<file path="config.mk">
export PLATFORM = sky130hd
export DESIGN_NAME = cart_loader_top
export DESIGN_NICKNAME = d
export VERILOG_FILES = /design/src/cart_pkg.sv /design/src/stream_if.sv /design/src/download_capture.sv /design/src/region_sequencer.sv /design/src/sdram_addr_map.sv /design/src/cart_loader_top.sv
export SDC_FILE = /design/constraint.sdc
export NUM_CORES = 1
export LEC_CHECK = 0
export BUFFER_PORTS_ARGS = -buffer_cell sky130_fd_sc_hd__buf_4
export CORE_ASPECT_RATIO = 1.1
export CORE_MARGIN = 2
export CORE_UTILIZATION = 65
export CTS_CLUSTER_SIZE = 40
export DETAILED_ROUTE_END_ITERATION = 16
export PLACE_DENSITY = 0.85
export SYNTH_ARGS = -nofsm -noshare
export SYNTH_HDL_FRONTEND = slang
export SYNTH_SLANG_ARGS = --single-unit
</file>
<file path="constraint.sdc">
create_clock -name CLK_48M -period 6.1 [get_ports CLK_48M]
set_clock_uncertainty 0.15 [all_clocks]
set_input_delay 0 -clock CLK_48M [delete_from_list [all_inputs] [get_ports CLK_48M]]
set_output_delay 0 -clock CLK_48M [all_outputs]
set_load 0.02 [all_outputs]
</file>
<file path="src/cart_pkg.sv">
package cart_pkg;

	// Widths fixed by the Neo Geo memory map
	localparam int DL_ADDR_W  = 27;
	localparam int OFFSET_W   = 26;
	localparam int P1_ADDR_W  = 23;
	localparam int P2_ADDR_W  = 25;

	// Cart header layout
	localparam int HEADER_LAST = 4095;
	localparam int SIZE_FIRST  = 4;
	localparam int SIZE_LAST   = 27;

	localparam int NUM_REGIONS  = 6;
	localparam int SIZE_TABLE_W = (SIZE_LAST - SIZE_FIRST + 1) * 8;

	localparam logic [7:0] INDEX_CART = 8'd2;

	// Top byte of each bank-3 area
	localparam logic [7:0] SROM_BASE = 8'hF8;
	localparam logic [7:0] LO_BASE   = 8'hDE;
	localparam logic [7:0] SFIX_BASE = 8'hE8;
	localparam logic [7:0] SM1_BASE  = 8'hEC;
	localparam logic [7:0] FIX_BASE  = 8'hE0;
	localparam logic [7:0] MROM_BASE = 8'hF0;

	// Same order as the size table in the .neo header
	typedef enum logic [2:0] {
		REGION_P  = 3'd0,
		REGION_S  = 3'd1,
		REGION_M  = 3'd2,
		REGION_V1 = 3'd3,
		REGION_V2 = 3'd4,
		REGION_C  = 3'd5
	} region_e;

	typedef enum logic [1:0] {
		KIND_SYSTEM = 2'd0,
		KIND_HEADER = 2'd1,
		KIND_DATA   = 2'd2
	} beat_kind_e;

	typedef struct packed {
		beat_kind_e           kind;
		logic [DL_ADDR_W-1:0] addr;
		logic [7:0]           data;
	} tagged_byte_t;

	// v_base is the bank 0-2 start of the item's region:
	// C size for V1 items, C size plus V1 size for V2 items
	typedef struct packed {
		beat_kind_e           kind;
		region_e              region;
		logic [OFFSET_W-1:0]  offset;
		logic [DL_ADDR_W-1:0] addr;
		logic [7:0]           data;
		logic [OFFSET_W-1:0]  v_base;
	} region_beat_t;

endpackage

</file>
<file path="src/stream_if.sv">
`timescale 1ns/1ps

// Single-item valid/ready link between pipeline stages
interface stream_if #(
	parameter type payload_t = logic [7:0]
);

	logic     valid;
	logic     ready;
	payload_t payload;

	// Payload holds from valid until the transfer
	modport source (
		output valid,
		output payload,
		input  ready
	);

	modport sink (
		input  valid,
		input  payload,
		output ready
	);

endinterface

</file>
<file path="src/download_capture.sv">
`timescale 1ns/1ps

module download_capture (
	input  logic                          CLK_48M,
	input  logic                          arst_n,
	input  logic                          dl_active,
	input  logic [7:0]                    dl_index,
	input  logic                          dl_valid,
	output logic                          dl_ready,
	input  logic [cart_pkg::DL_ADDR_W-1:0] dl_addr,
	input  logic [7:0]                    dl_data,
	stream_if.source                      out_link
);

	cart_pkg::tagged_byte_t slot;
	cart_pkg::tagged_byte_t next_beat;
	logic                   slot_valid;
	logic                   accept;
	logic                   keep;

	// Slot is free or empties this cycle
	assign dl_ready = !slot_valid || out_link.ready;
	assign accept   = dl_valid && dl_ready;

	// BIOS indices and the cart index only
	assign keep = dl_active &&
		(dl_index == 8'd0 || dl_index == 8'd1 || dl_index == cart_pkg::INDEX_CART);

	always_comb begin
		next_beat.addr = dl_addr;
		next_beat.data = dl_data;
		if (dl_index != cart_pkg::INDEX_CART)
			next_beat.kind = cart_pkg::KIND_SYSTEM;
		else if (dl_addr <= cart_pkg::HEADER_LAST)
			next_beat.kind = cart_pkg::KIND_HEADER;
		else
			next_beat.kind = cart_pkg::KIND_DATA;
	end

	always_ff @(posedge CLK_48M or negedge arst_n) begin
		if (!arst_n) begin
			slot_valid <= 1'b0;
		end else if (accept && keep) begin
			slot_valid <= 1'b1;
		end else if (out_link.ready) begin
			slot_valid <= 1'b0;
		end
	end

	always_ff @(posedge CLK_48M) begin
		if (accept && keep)
			slot <= next_beat;
	end

	assign out_link.valid   = slot_valid;
	assign out_link.payload = slot;

endmodule

</file>
<file path="src/region_sequencer.sv">
`timescale 1ns/1ps

module region_sequencer (
	input  logic     CLK_48M,
	input  logic     arst_n,
	stream_if.sink   in_link,
	stream_if.source out_link,
	output logic     load_done
);

	cart_pkg::tagged_byte_t              in_beat;
	cart_pkg::region_beat_t              slot;
	logic                                slot_valid;
	logic                                walking;
	logic                                take;
	logic                                is_size_byte;
	cart_pkg::region_e                   region;
	logic [cart_pkg::OFFSET_W-1:0]       offset;
	logic [cart_pkg::OFFSET_W-1:0]       offset_inc;
	logic [cart_pkg::SIZE_TABLE_W-1:0]   size_sr;
	logic [cart_pkg::OFFSET_W-1:0]       sizes [cart_pkg::NUM_REGIONS];
	logic [cart_pkg::OFFSET_W-1:0]       cur_size;
	logic [cart_pkg::OFFSET_W-1:0]       next_size;
	logic [cart_pkg::OFFSET_W-1:0]       cv1_sum;

	assign in_beat = in_link.payload;

	// No new item while stepping through regions
	assign in_link.ready = !walking && (!slot_valid || out_link.ready);
	assign take          = in_link.valid && in_link.ready;

	assign is_size_byte = in_beat.addr >= cart_pkg::SIZE_FIRST &&
		in_beat.addr <= cart_pkg::SIZE_LAST;

	// Sizes are 32 bits little endian, only the low 26 bits address SDRAM
	always_comb begin
		for (int i = 0; i < cart_pkg::NUM_REGIONS; i++)
			sizes[i] = size_sr[i*32 +: cart_pkg::OFFSET_W];
	end

	assign cur_size   = sizes[region];
	assign next_size  = (region == cart_pkg::REGION_C) ? '0 : sizes[region + 3'd1];
	assign offset_inc = offset + 1'b1;
	assign cv1_sum    = sizes[cart_pkg::REGION_C] + sizes[cart_pkg::REGION_V1];

	always_ff @(posedge CLK_48M or negedge arst_n) begin
		if (!arst_n) begin
			slot_valid <= 1'b0;
			walking    <= 1'b0;
			region     <= cart_pkg::REGION_P;
			offset     <= '0;
			size_sr    <= '0;
			load_done  <= 1'b0;
		end else begin
			if (take)
				slot_valid <= 1'b1;
			else if (out_link.ready)
				slot_valid <= 1'b0;

			if (walking) begin
				// Current region is full, one step per cycle
				if (region == cart_pkg::REGION_C) begin
					load_done <= 1'b1;
					walking   <= 1'b0;
				end else begin
					region  <= cart_pkg::region_e'(region + 3'd1);
					offset  <= '0;
					walking <= (next_size == '0);
				end
			end else if (take) begin
				case (in_beat.kind)
					cart_pkg::KIND_HEADER: begin
						load_done <= 1'b0;
						region    <= cart_pkg::REGION_P;
						offset    <= '0;
						if (is_size_byte)
							size_sr <= {in_beat.data, size_sr[cart_pkg::SIZE_TABLE_W-1:8]};
						// End of header, skip leading empty regions
						if (in_beat.addr == cart_pkg::HEADER_LAST)
							walking <= (sizes[cart_pkg::REGION_P] == '0);
					end
					cart_pkg::KIND_DATA: begin
						offset  <= offset_inc;
						walking <= (offset_inc == cur_size);
					end
					default: ;
				endcase
			end
		end
	end

	always_ff @(posedge CLK_48M) begin
		if (take) begin
			slot.kind   <= in_beat.kind;
			slot.region <= region;
			slot.offset <= offset;
			slot.addr   <= in_beat.addr;
			slot.data   <= in_beat.data;
			slot.v_base <= (region == cart_pkg::REGION_V2) ? cv1_sum : sizes[cart_pkg::REGION_C];
		end
	end

	assign out_link.valid   = slot_valid;
	assign out_link.payload = slot;

endmodule

</file>
<file path="src/sdram_addr_map.sv">
`timescale 1ns/1ps

module sdram_addr_map (
	input  logic                           CLK_48M,
	input  logic                           arst_n,
	stream_if.sink                         in_link,
	output logic                           p1_valid,
	input  logic                           p1_ready,
	output logic [cart_pkg::P1_ADDR_W-1:0] p1_addr,
	output logic [1:0]                     p1_be,
	output logic [15:0]                    p1_data,
	output logic                           p2_valid,
	input  logic                           p2_ready,
	output logic [cart_pkg::P2_ADDR_W-1:0] p2_addr,
	output logic [1:0]                     p2_be,
	output logic [15:0]                    p2_data
);

	cart_pkg::region_beat_t             beat;
	logic                               take;
	logic                               drain;
	logic                               out_valid;
	logic                               out_p2;
	logic [cart_pkg::P2_ADDR_W-1:0]     out_word;
	logic [1:0]                         out_be;
	logic [7:0]                         out_byte;
	logic [cart_pkg::P1_ADDR_W:0]       b3_addr;
	logic [cart_pkg::P2_ADDR_W:0]       b2_addr;
	logic                               to_p2;
	logic                               lane_hi;

	// Fix tile byte order, low five bits
	function automatic logic [4:0] fix_lo(input logic [4:0] a);
		return {a[2:0], ~a[4], a[3]};
	endfunction

	assign beat = in_link.payload;

	assign drain         = out_valid && (out_p2 ? p2_ready : p1_ready);
	assign in_link.ready = !out_valid || drain;
	assign take          = in_link.valid && in_link.ready;

	always_comb begin
		b3_addr = '0;
		b2_addr = '0;
		to_p2   = 1'b0;
		if (beat.kind == cart_pkg::KIND_SYSTEM) begin
			if (beat.addr[23:19] == 5'd0)
				b3_addr = {cart_pkg::SROM_BASE[7:3], beat.addr[18:0]};
			else if (beat.addr[23:17] == 7'd4)
				b3_addr = {cart_pkg::LO_BASE, beat.addr[15:0]};
			else if (beat.addr[23:17] == 7'd5)
				b3_addr = {cart_pkg::SFIX_BASE[7:1], beat.addr[16:5], fix_lo(beat.addr[4:0])};
			else
				b3_addr = {cart_pkg::SM1_BASE[7:2], beat.addr[17:0]};
		end else begin
			case (beat.region)
				cart_pkg::REGION_P:
					b3_addr = beat.offset[23:0];
				cart_pkg::REGION_S:
					b3_addr = {cart_pkg::FIX_BASE[7:3], beat.offset[18:5], fix_lo(beat.offset[4:0])};
				cart_pkg::REGION_M:
					b3_addr = {cart_pkg::MROM_BASE[7:3], beat.offset[18:0]};
				cart_pkg::REGION_V1,
				cart_pkg::REGION_V2: begin
					to_p2   = 1'b1;
					b2_addr = beat.v_base + beat.offset;
				end
				default: begin
					// C ROM planes interleaved by download address
					to_p2   = 1'b1;
					b2_addr = {beat.offset[25:7], beat.addr[5:2], ~beat.addr[6],
						beat.addr[0], beat.addr[1]};
				end
			endcase
		end
	end

	assign lane_hi = to_p2 ? b2_addr[0] : b3_addr[0];

	always_ff @(posedge CLK_48M or negedge arst_n) begin
		if (!arst_n) begin
			out_valid <= 1'b0;
		end else if (take) begin
			// Header bytes end here
			out_valid <= (beat.kind != cart_pkg::KIND_HEADER);
		end else if (drain) begin
			out_valid <= 1'b0;
		end
	end

	always_ff @(posedge CLK_48M) begin
		if (take) begin
			out_p2   <= to_p2;
			out_word <= to_p2 ? b2_addr[cart_pkg::P2_ADDR_W:1] : {2'b00, b3_addr[cart_pkg::P1_ADDR_W:1]};
			out_be   <= lane_hi ? 2'b10 : 2'b01;
			out_byte <= beat.data;
		end
	end

	assign p1_valid = out_valid && !out_p2;
	assign p1_addr  = out_word[cart_pkg::P1_ADDR_W-1:0];
	assign p1_be    = out_be;
	assign p1_data  = {out_byte, out_byte};

	assign p2_valid = out_valid && out_p2;
	assign p2_addr  = out_word;
	assign p2_be    = out_be;
	assign p2_data  = {out_byte, out_byte};

endmodule

</file>
<file path="src/cart_loader_top.sv">
`timescale 1ns/1ps

module cart_loader_top (
	input  logic                           CLK_48M,
	input  logic                           arst_n,

	input  logic                           dl_active,
	input  logic [7:0]                     dl_index,
	input  logic                           dl_valid,
	output logic                           dl_ready,
	input  logic [cart_pkg::DL_ADDR_W-1:0] dl_addr,
	input  logic [7:0]                     dl_data,

	// Bank 3
	output logic                           p1_valid,
	input  logic                           p1_ready,
	output logic [cart_pkg::P1_ADDR_W-1:0] p1_addr,
	output logic [1:0]                     p1_be,
	output logic [15:0]                    p1_data,

	// Banks 0 to 2
	output logic                           p2_valid,
	input  logic                           p2_ready,
	output logic [cart_pkg::P2_ADDR_W-1:0] p2_addr,
	output logic [1:0]                     p2_be,
	output logic [15:0]                    p2_data,

	output logic                           load_done
);

	stream_if #(.payload_t(cart_pkg::tagged_byte_t)) cap_to_seq ();
	stream_if #(.payload_t(cart_pkg::region_beat_t)) seq_to_map ();

	download_capture u_capture (
		.CLK_48M   (CLK_48M),
		.arst_n    (arst_n),
		.dl_active (dl_active),
		.dl_index  (dl_index),
		.dl_valid  (dl_valid),
		.dl_ready  (dl_ready),
		.dl_addr   (dl_addr),
		.dl_data   (dl_data),
		.out_link  (cap_to_seq)
	);

	region_sequencer u_sequencer (
		.CLK_48M   (CLK_48M),
		.arst_n    (arst_n),
		.in_link   (cap_to_seq),
		.out_link  (seq_to_map),
		.load_done (load_done)
	);

	sdram_addr_map u_addr_map (
		.CLK_48M   (CLK_48M),
		.arst_n    (arst_n),
		.in_link   (seq_to_map),
		.p1_valid  (p1_valid),
		.p1_ready  (p1_ready),
		.p1_addr   (p1_addr),
		.p1_be     (p1_be),
		.p1_data   (p1_data),
		.p2_valid  (p2_valid),
		.p2_ready  (p2_ready),
		.p2_addr   (p2_addr),
		.p2_be     (p2_be),
		.p2_data   (p2_data)
	);

endmodule

</file>
==> flow_summary.json <==
{
  "outcome": "complete, but fails checks",
  "violations": "hold timing",
  "dr.pass1.iters": 7,
  "async_reset_ff_share_pct": 58.2,
  "die_width_um": 172,
  "rr_worst_depth": 9,
  "clock-sinks": 388,
  "critPathCaptureType": "register",
  "postCtsSetupBuffers": 0,
  "vias": 14600,
  "cp.required_ps": 6400,
  "rsz0062_at_grt": "no",
  "drtIter0Drc": 1231,
  "slew_violations": 0,
  "io_buffer_count": 136,
  "critPathMaxFanout": 35,
  "layout-drive-gt1-share_pct": 25.1,
  "switching_share_pct": 19.8,
  "grt_overflow": 0,
  "tightest_slew_ps": 1280,
  "grtUsageTotal_pct": 35.2,
  "p_comb_share_pct": 1.6,
  "hp-class": "in -> async",
  "dpl-instance-area_um2": 21200,
  "power.density_nw_per_um2": 231,
  "synthesis.nets": 1798,
  "io_pins": 137,
  "synth_edf_count": 162,
  "cp-start-kind": "register",
  "insertion_delay_ps": 550,
  "syn_to_final_growth_pct": 14.1,
  "setup_viol": 0,
  "finalHoldViolCount": 6,
  "grt_pass1_wl_um": 85600,
  "relSlewSlack_pct": 14.0,
  "yosysMostFrequentCell": "dfrtp_1",
  "ys_seq_elements": 388,
  "clockRootBuffer": "clkbuf_16",
  "gp_congestion": 0.977,
  "core_um2": 30500,
  "cts_inserted_buffers": 39,
  "die_area_um2": 32400,
  "path_cells": "clkinv_1, ha_1, a2111oi_0, a211oi_1, nor3_1, o221ai_1, a22oi_1, a21oi_1, o31ai_1",
  "fp-row-count": 67,
  "vdd_drop_max_uv": 245,
  "fmax_ghz": 0.264,
  "antenna_found_initial": 1,
  "wl_per_cell_um": 24.8,
  "drc": 0,
  "p_leak_uw": 0.0103,
  "fin_nets": 1916,
  "start_util_pct": 66.0,
  "min_period_over_period_pct": 62.1,
  "synth_top_flop_cell": "dfrtp_1",
  "ys_types": 75,
  "fin_ws_ps": 2310,
  "switching_power_uw": 1050,
  "r2r_slack_ps": 2310,
  "clock_power_share_pct": 47.4,
  "grt_start_max_net_pins": 126,
  "arrival_ps": 4080,
  "synth_area_leaders": "dfrtp_1 (28%), edfxtp_1 (24%), mux2_2 (11%), ha_1 (3.5%), mux4_2 (2.9%)",
  "critPathKind": "reg -> reg",
  "timing.rr.start": "u_sequencer.region[0]",
  "synth_top_area_share_pct": 28.1,
  "synth_cells": 1691,
  "wl_um": 55900,
  "n_antenna_cell": 0,
  "yosysSeqAreaShare_pct": 52.2,
  "die_y_um": 189,
  "cp_slowest_stage_delay_ps": 880,
  "fillers": 1989,
  "cts_tree": "done",
  "mappedNetlistArea_um2": 20100,
  "dp_slack_ps": 2320,
  "synthTopCellsByCount": "dfrtp_1 (226), mux2_2 (197), edfxtp_1 (162), nand2_1 (120), o21ai_0 (107)",
  "dp_hpwl_um": 39900,
  "syn_area_per_cell_um2": 11.9,
  "yosysTopAreaCell": "dfrtp_1",
  "max-cap-violations": 0,
  "grt_pass1_vias": 14600,
  "setup_tns_ps": 0,
  "register_area_um2": 10500,
  "multi_input_area_um2": 8850,
  "yosysWarnings": 0,
  "final_area_um2": 23000,
  "vias_per_cell": 6.49,
  "power.internal_uw": 4260,
  "cpMaxStageDelayCell": "a2111oi_0",
  "reg2reg_to": "u_sequencer.walking",
  "fin_hold_ws_ps": -3.19,
  "post-route-min-period_ps": 3790,
  "p_seq_share_pct": 51.1,
  "h-tree-depth": 2,
  "ant_nets": 0,
  "path_clk_slew_ps": 60,
  "clockBufferDepth": 3
}
==> how the worst max path moves through the flow <==
stage,from,end,slack [ps],cells after the start
after floorplan,u_addr_map.out_p2,u_sequencer.offset[23],1960,9
after global placement,u_sequencer.region[0],u_sequencer.walking,2340,9
after detailed placement,u_sequencer.region[0],u_sequencer.walking,2320,9
after CTS,u_sequencer.region[0],u_sequencer.walking,2310,9
after global routing,u_sequencer.region[0],u_sequencer.walking,2040,8
final,u_sequencer.region[0],u_sequencer.walking,2310,9
==> metrics by stage <==
| stage | std cells | hold WS [ps] | utilization (%) | total power (uW) |
|---|---|---|---|---|
| 2_1_floorplan | 1691 | -446 | - | 2770 |
| 3_3_place_gp | 2139 | 16.4 | 69.4 | 2820 |
| 3_5_place_dp | 2139 | 21.9 | 69.4 | 2830 |
| 4_1_cts | 2254 | 8.60 | 75.3 | 5330 |
| 5_1_grt | 2254 | 30.3 | 75.3 | 5440 |
| 6_report | 2254 | -3.19 | 75.3 | 5310 |
==> sequential cells by signal (all words and copies together) (netlist names) <==
signal / cells
u_sequencer.size_sr: 192
u_sequencer.out_link.valid: 1
u_sequencer.load_done: 1
u_addr_map.out_valid: 1
u_sequencer.region: 3
u_capture.out_link.payload: 37
u_addr_map.p2_addr: 25
u_sequencer.walking: 1
u_addr_map.out_p2: 1
u_capture.out_link.valid: 1
u_sequencer.offset: 26
u_addr_map.out_byte: 8
u_sequencer.out_link.payload: 89
u_addr_map.p1_be: 2
==> cell families after synthesis <==
family,after synthesis,share of synthesized area (%)
compound gates,329,10.2
flops,388,52.2
xor+xnor,80,3.48
buf+inv,146,3.95
mux,261,15.8
fa+ha+maj,58,3.68
simple gates,429,10.7
==> area by class of cell <==
| type | count | area share (%) |
|---|---|---|
| Multi-Input combinational cell | 1157 | 38.5 |
| Sequential cell | 388 | 45.8 |
| Inverter | 27 | 0.447 |
| Tap cell | 414 | 2.25 |
| Clock inverter | 16 | 0.844 |
| Clock buffer | 56 | 5.10 |
| Timing Repair Buffer | 196 | 7.02 |
==> critical path, delay by kind of cell (launching register included) <==
| kind | cells | cell delay [ps] |
|---|---|---|
| AOI/OAI and AO/OA | 6 | 1620 |
| adders and majority gates | 1 | 500 |
| buffers and inverters | 1 | 430 |
| DFF | 1 | 770 |
| and+or+nand+nor | 1 | 210 |
==> power by group through the flow <==
| stage | Clock (uW) | Combinational, uW | Sequential [uW] |
|---|---|---|---|
| floorplan | 0 | 5.19 | 2760 |
| CTS | 2530 | 85.3 | 2710 |
| global placement | 0 | 62.1 | 2760 |
| finish | 2520 | 84.8 | 2710 |
| global route | 2640 | 94.8 | 2710 |
| detailed placement | 0 | 64.0 | 2760 |
==> routing by layer <==
metal | vias up | global-route usage (%) | routed length [um]
met5 | - | 0 | 15
met4 | 2 | 16.5 | 3010
li1 | 6504 | - | -
met1 | 7233 | 44.8 | 21300
met3 | 181 | 5.84 | 3800
met2 | 700 | 58.9 | 27700
==> repair_timing <==
| action | in CTS | in global routing |
|---|---|---|
| hold buffers | 43 | 0 |
| gates resized for setup | 0 | 0 |
| hold endpoints to repair | 163 | 0 |
==> cells in the final DEF, fill, tap and decap left out, drive strengths merged, types with 26 or more instances in the layout <==
cell type / count
a21o: 33
nor2: 105
edfxtp: 162
mux2: 197
o21ai: 109
nor4: 35
a21oi: 82
ha: 56
nand2: 120
nor3: 35
clkbuf: 56
nand3: 35
xnor2: 58
mux2i: 38
dfrtp: 226
buf: 153
inv: 26
mux4: 26
dlygate4sd3: 43
Note: power is estimated with default switching activity, not from simulation.
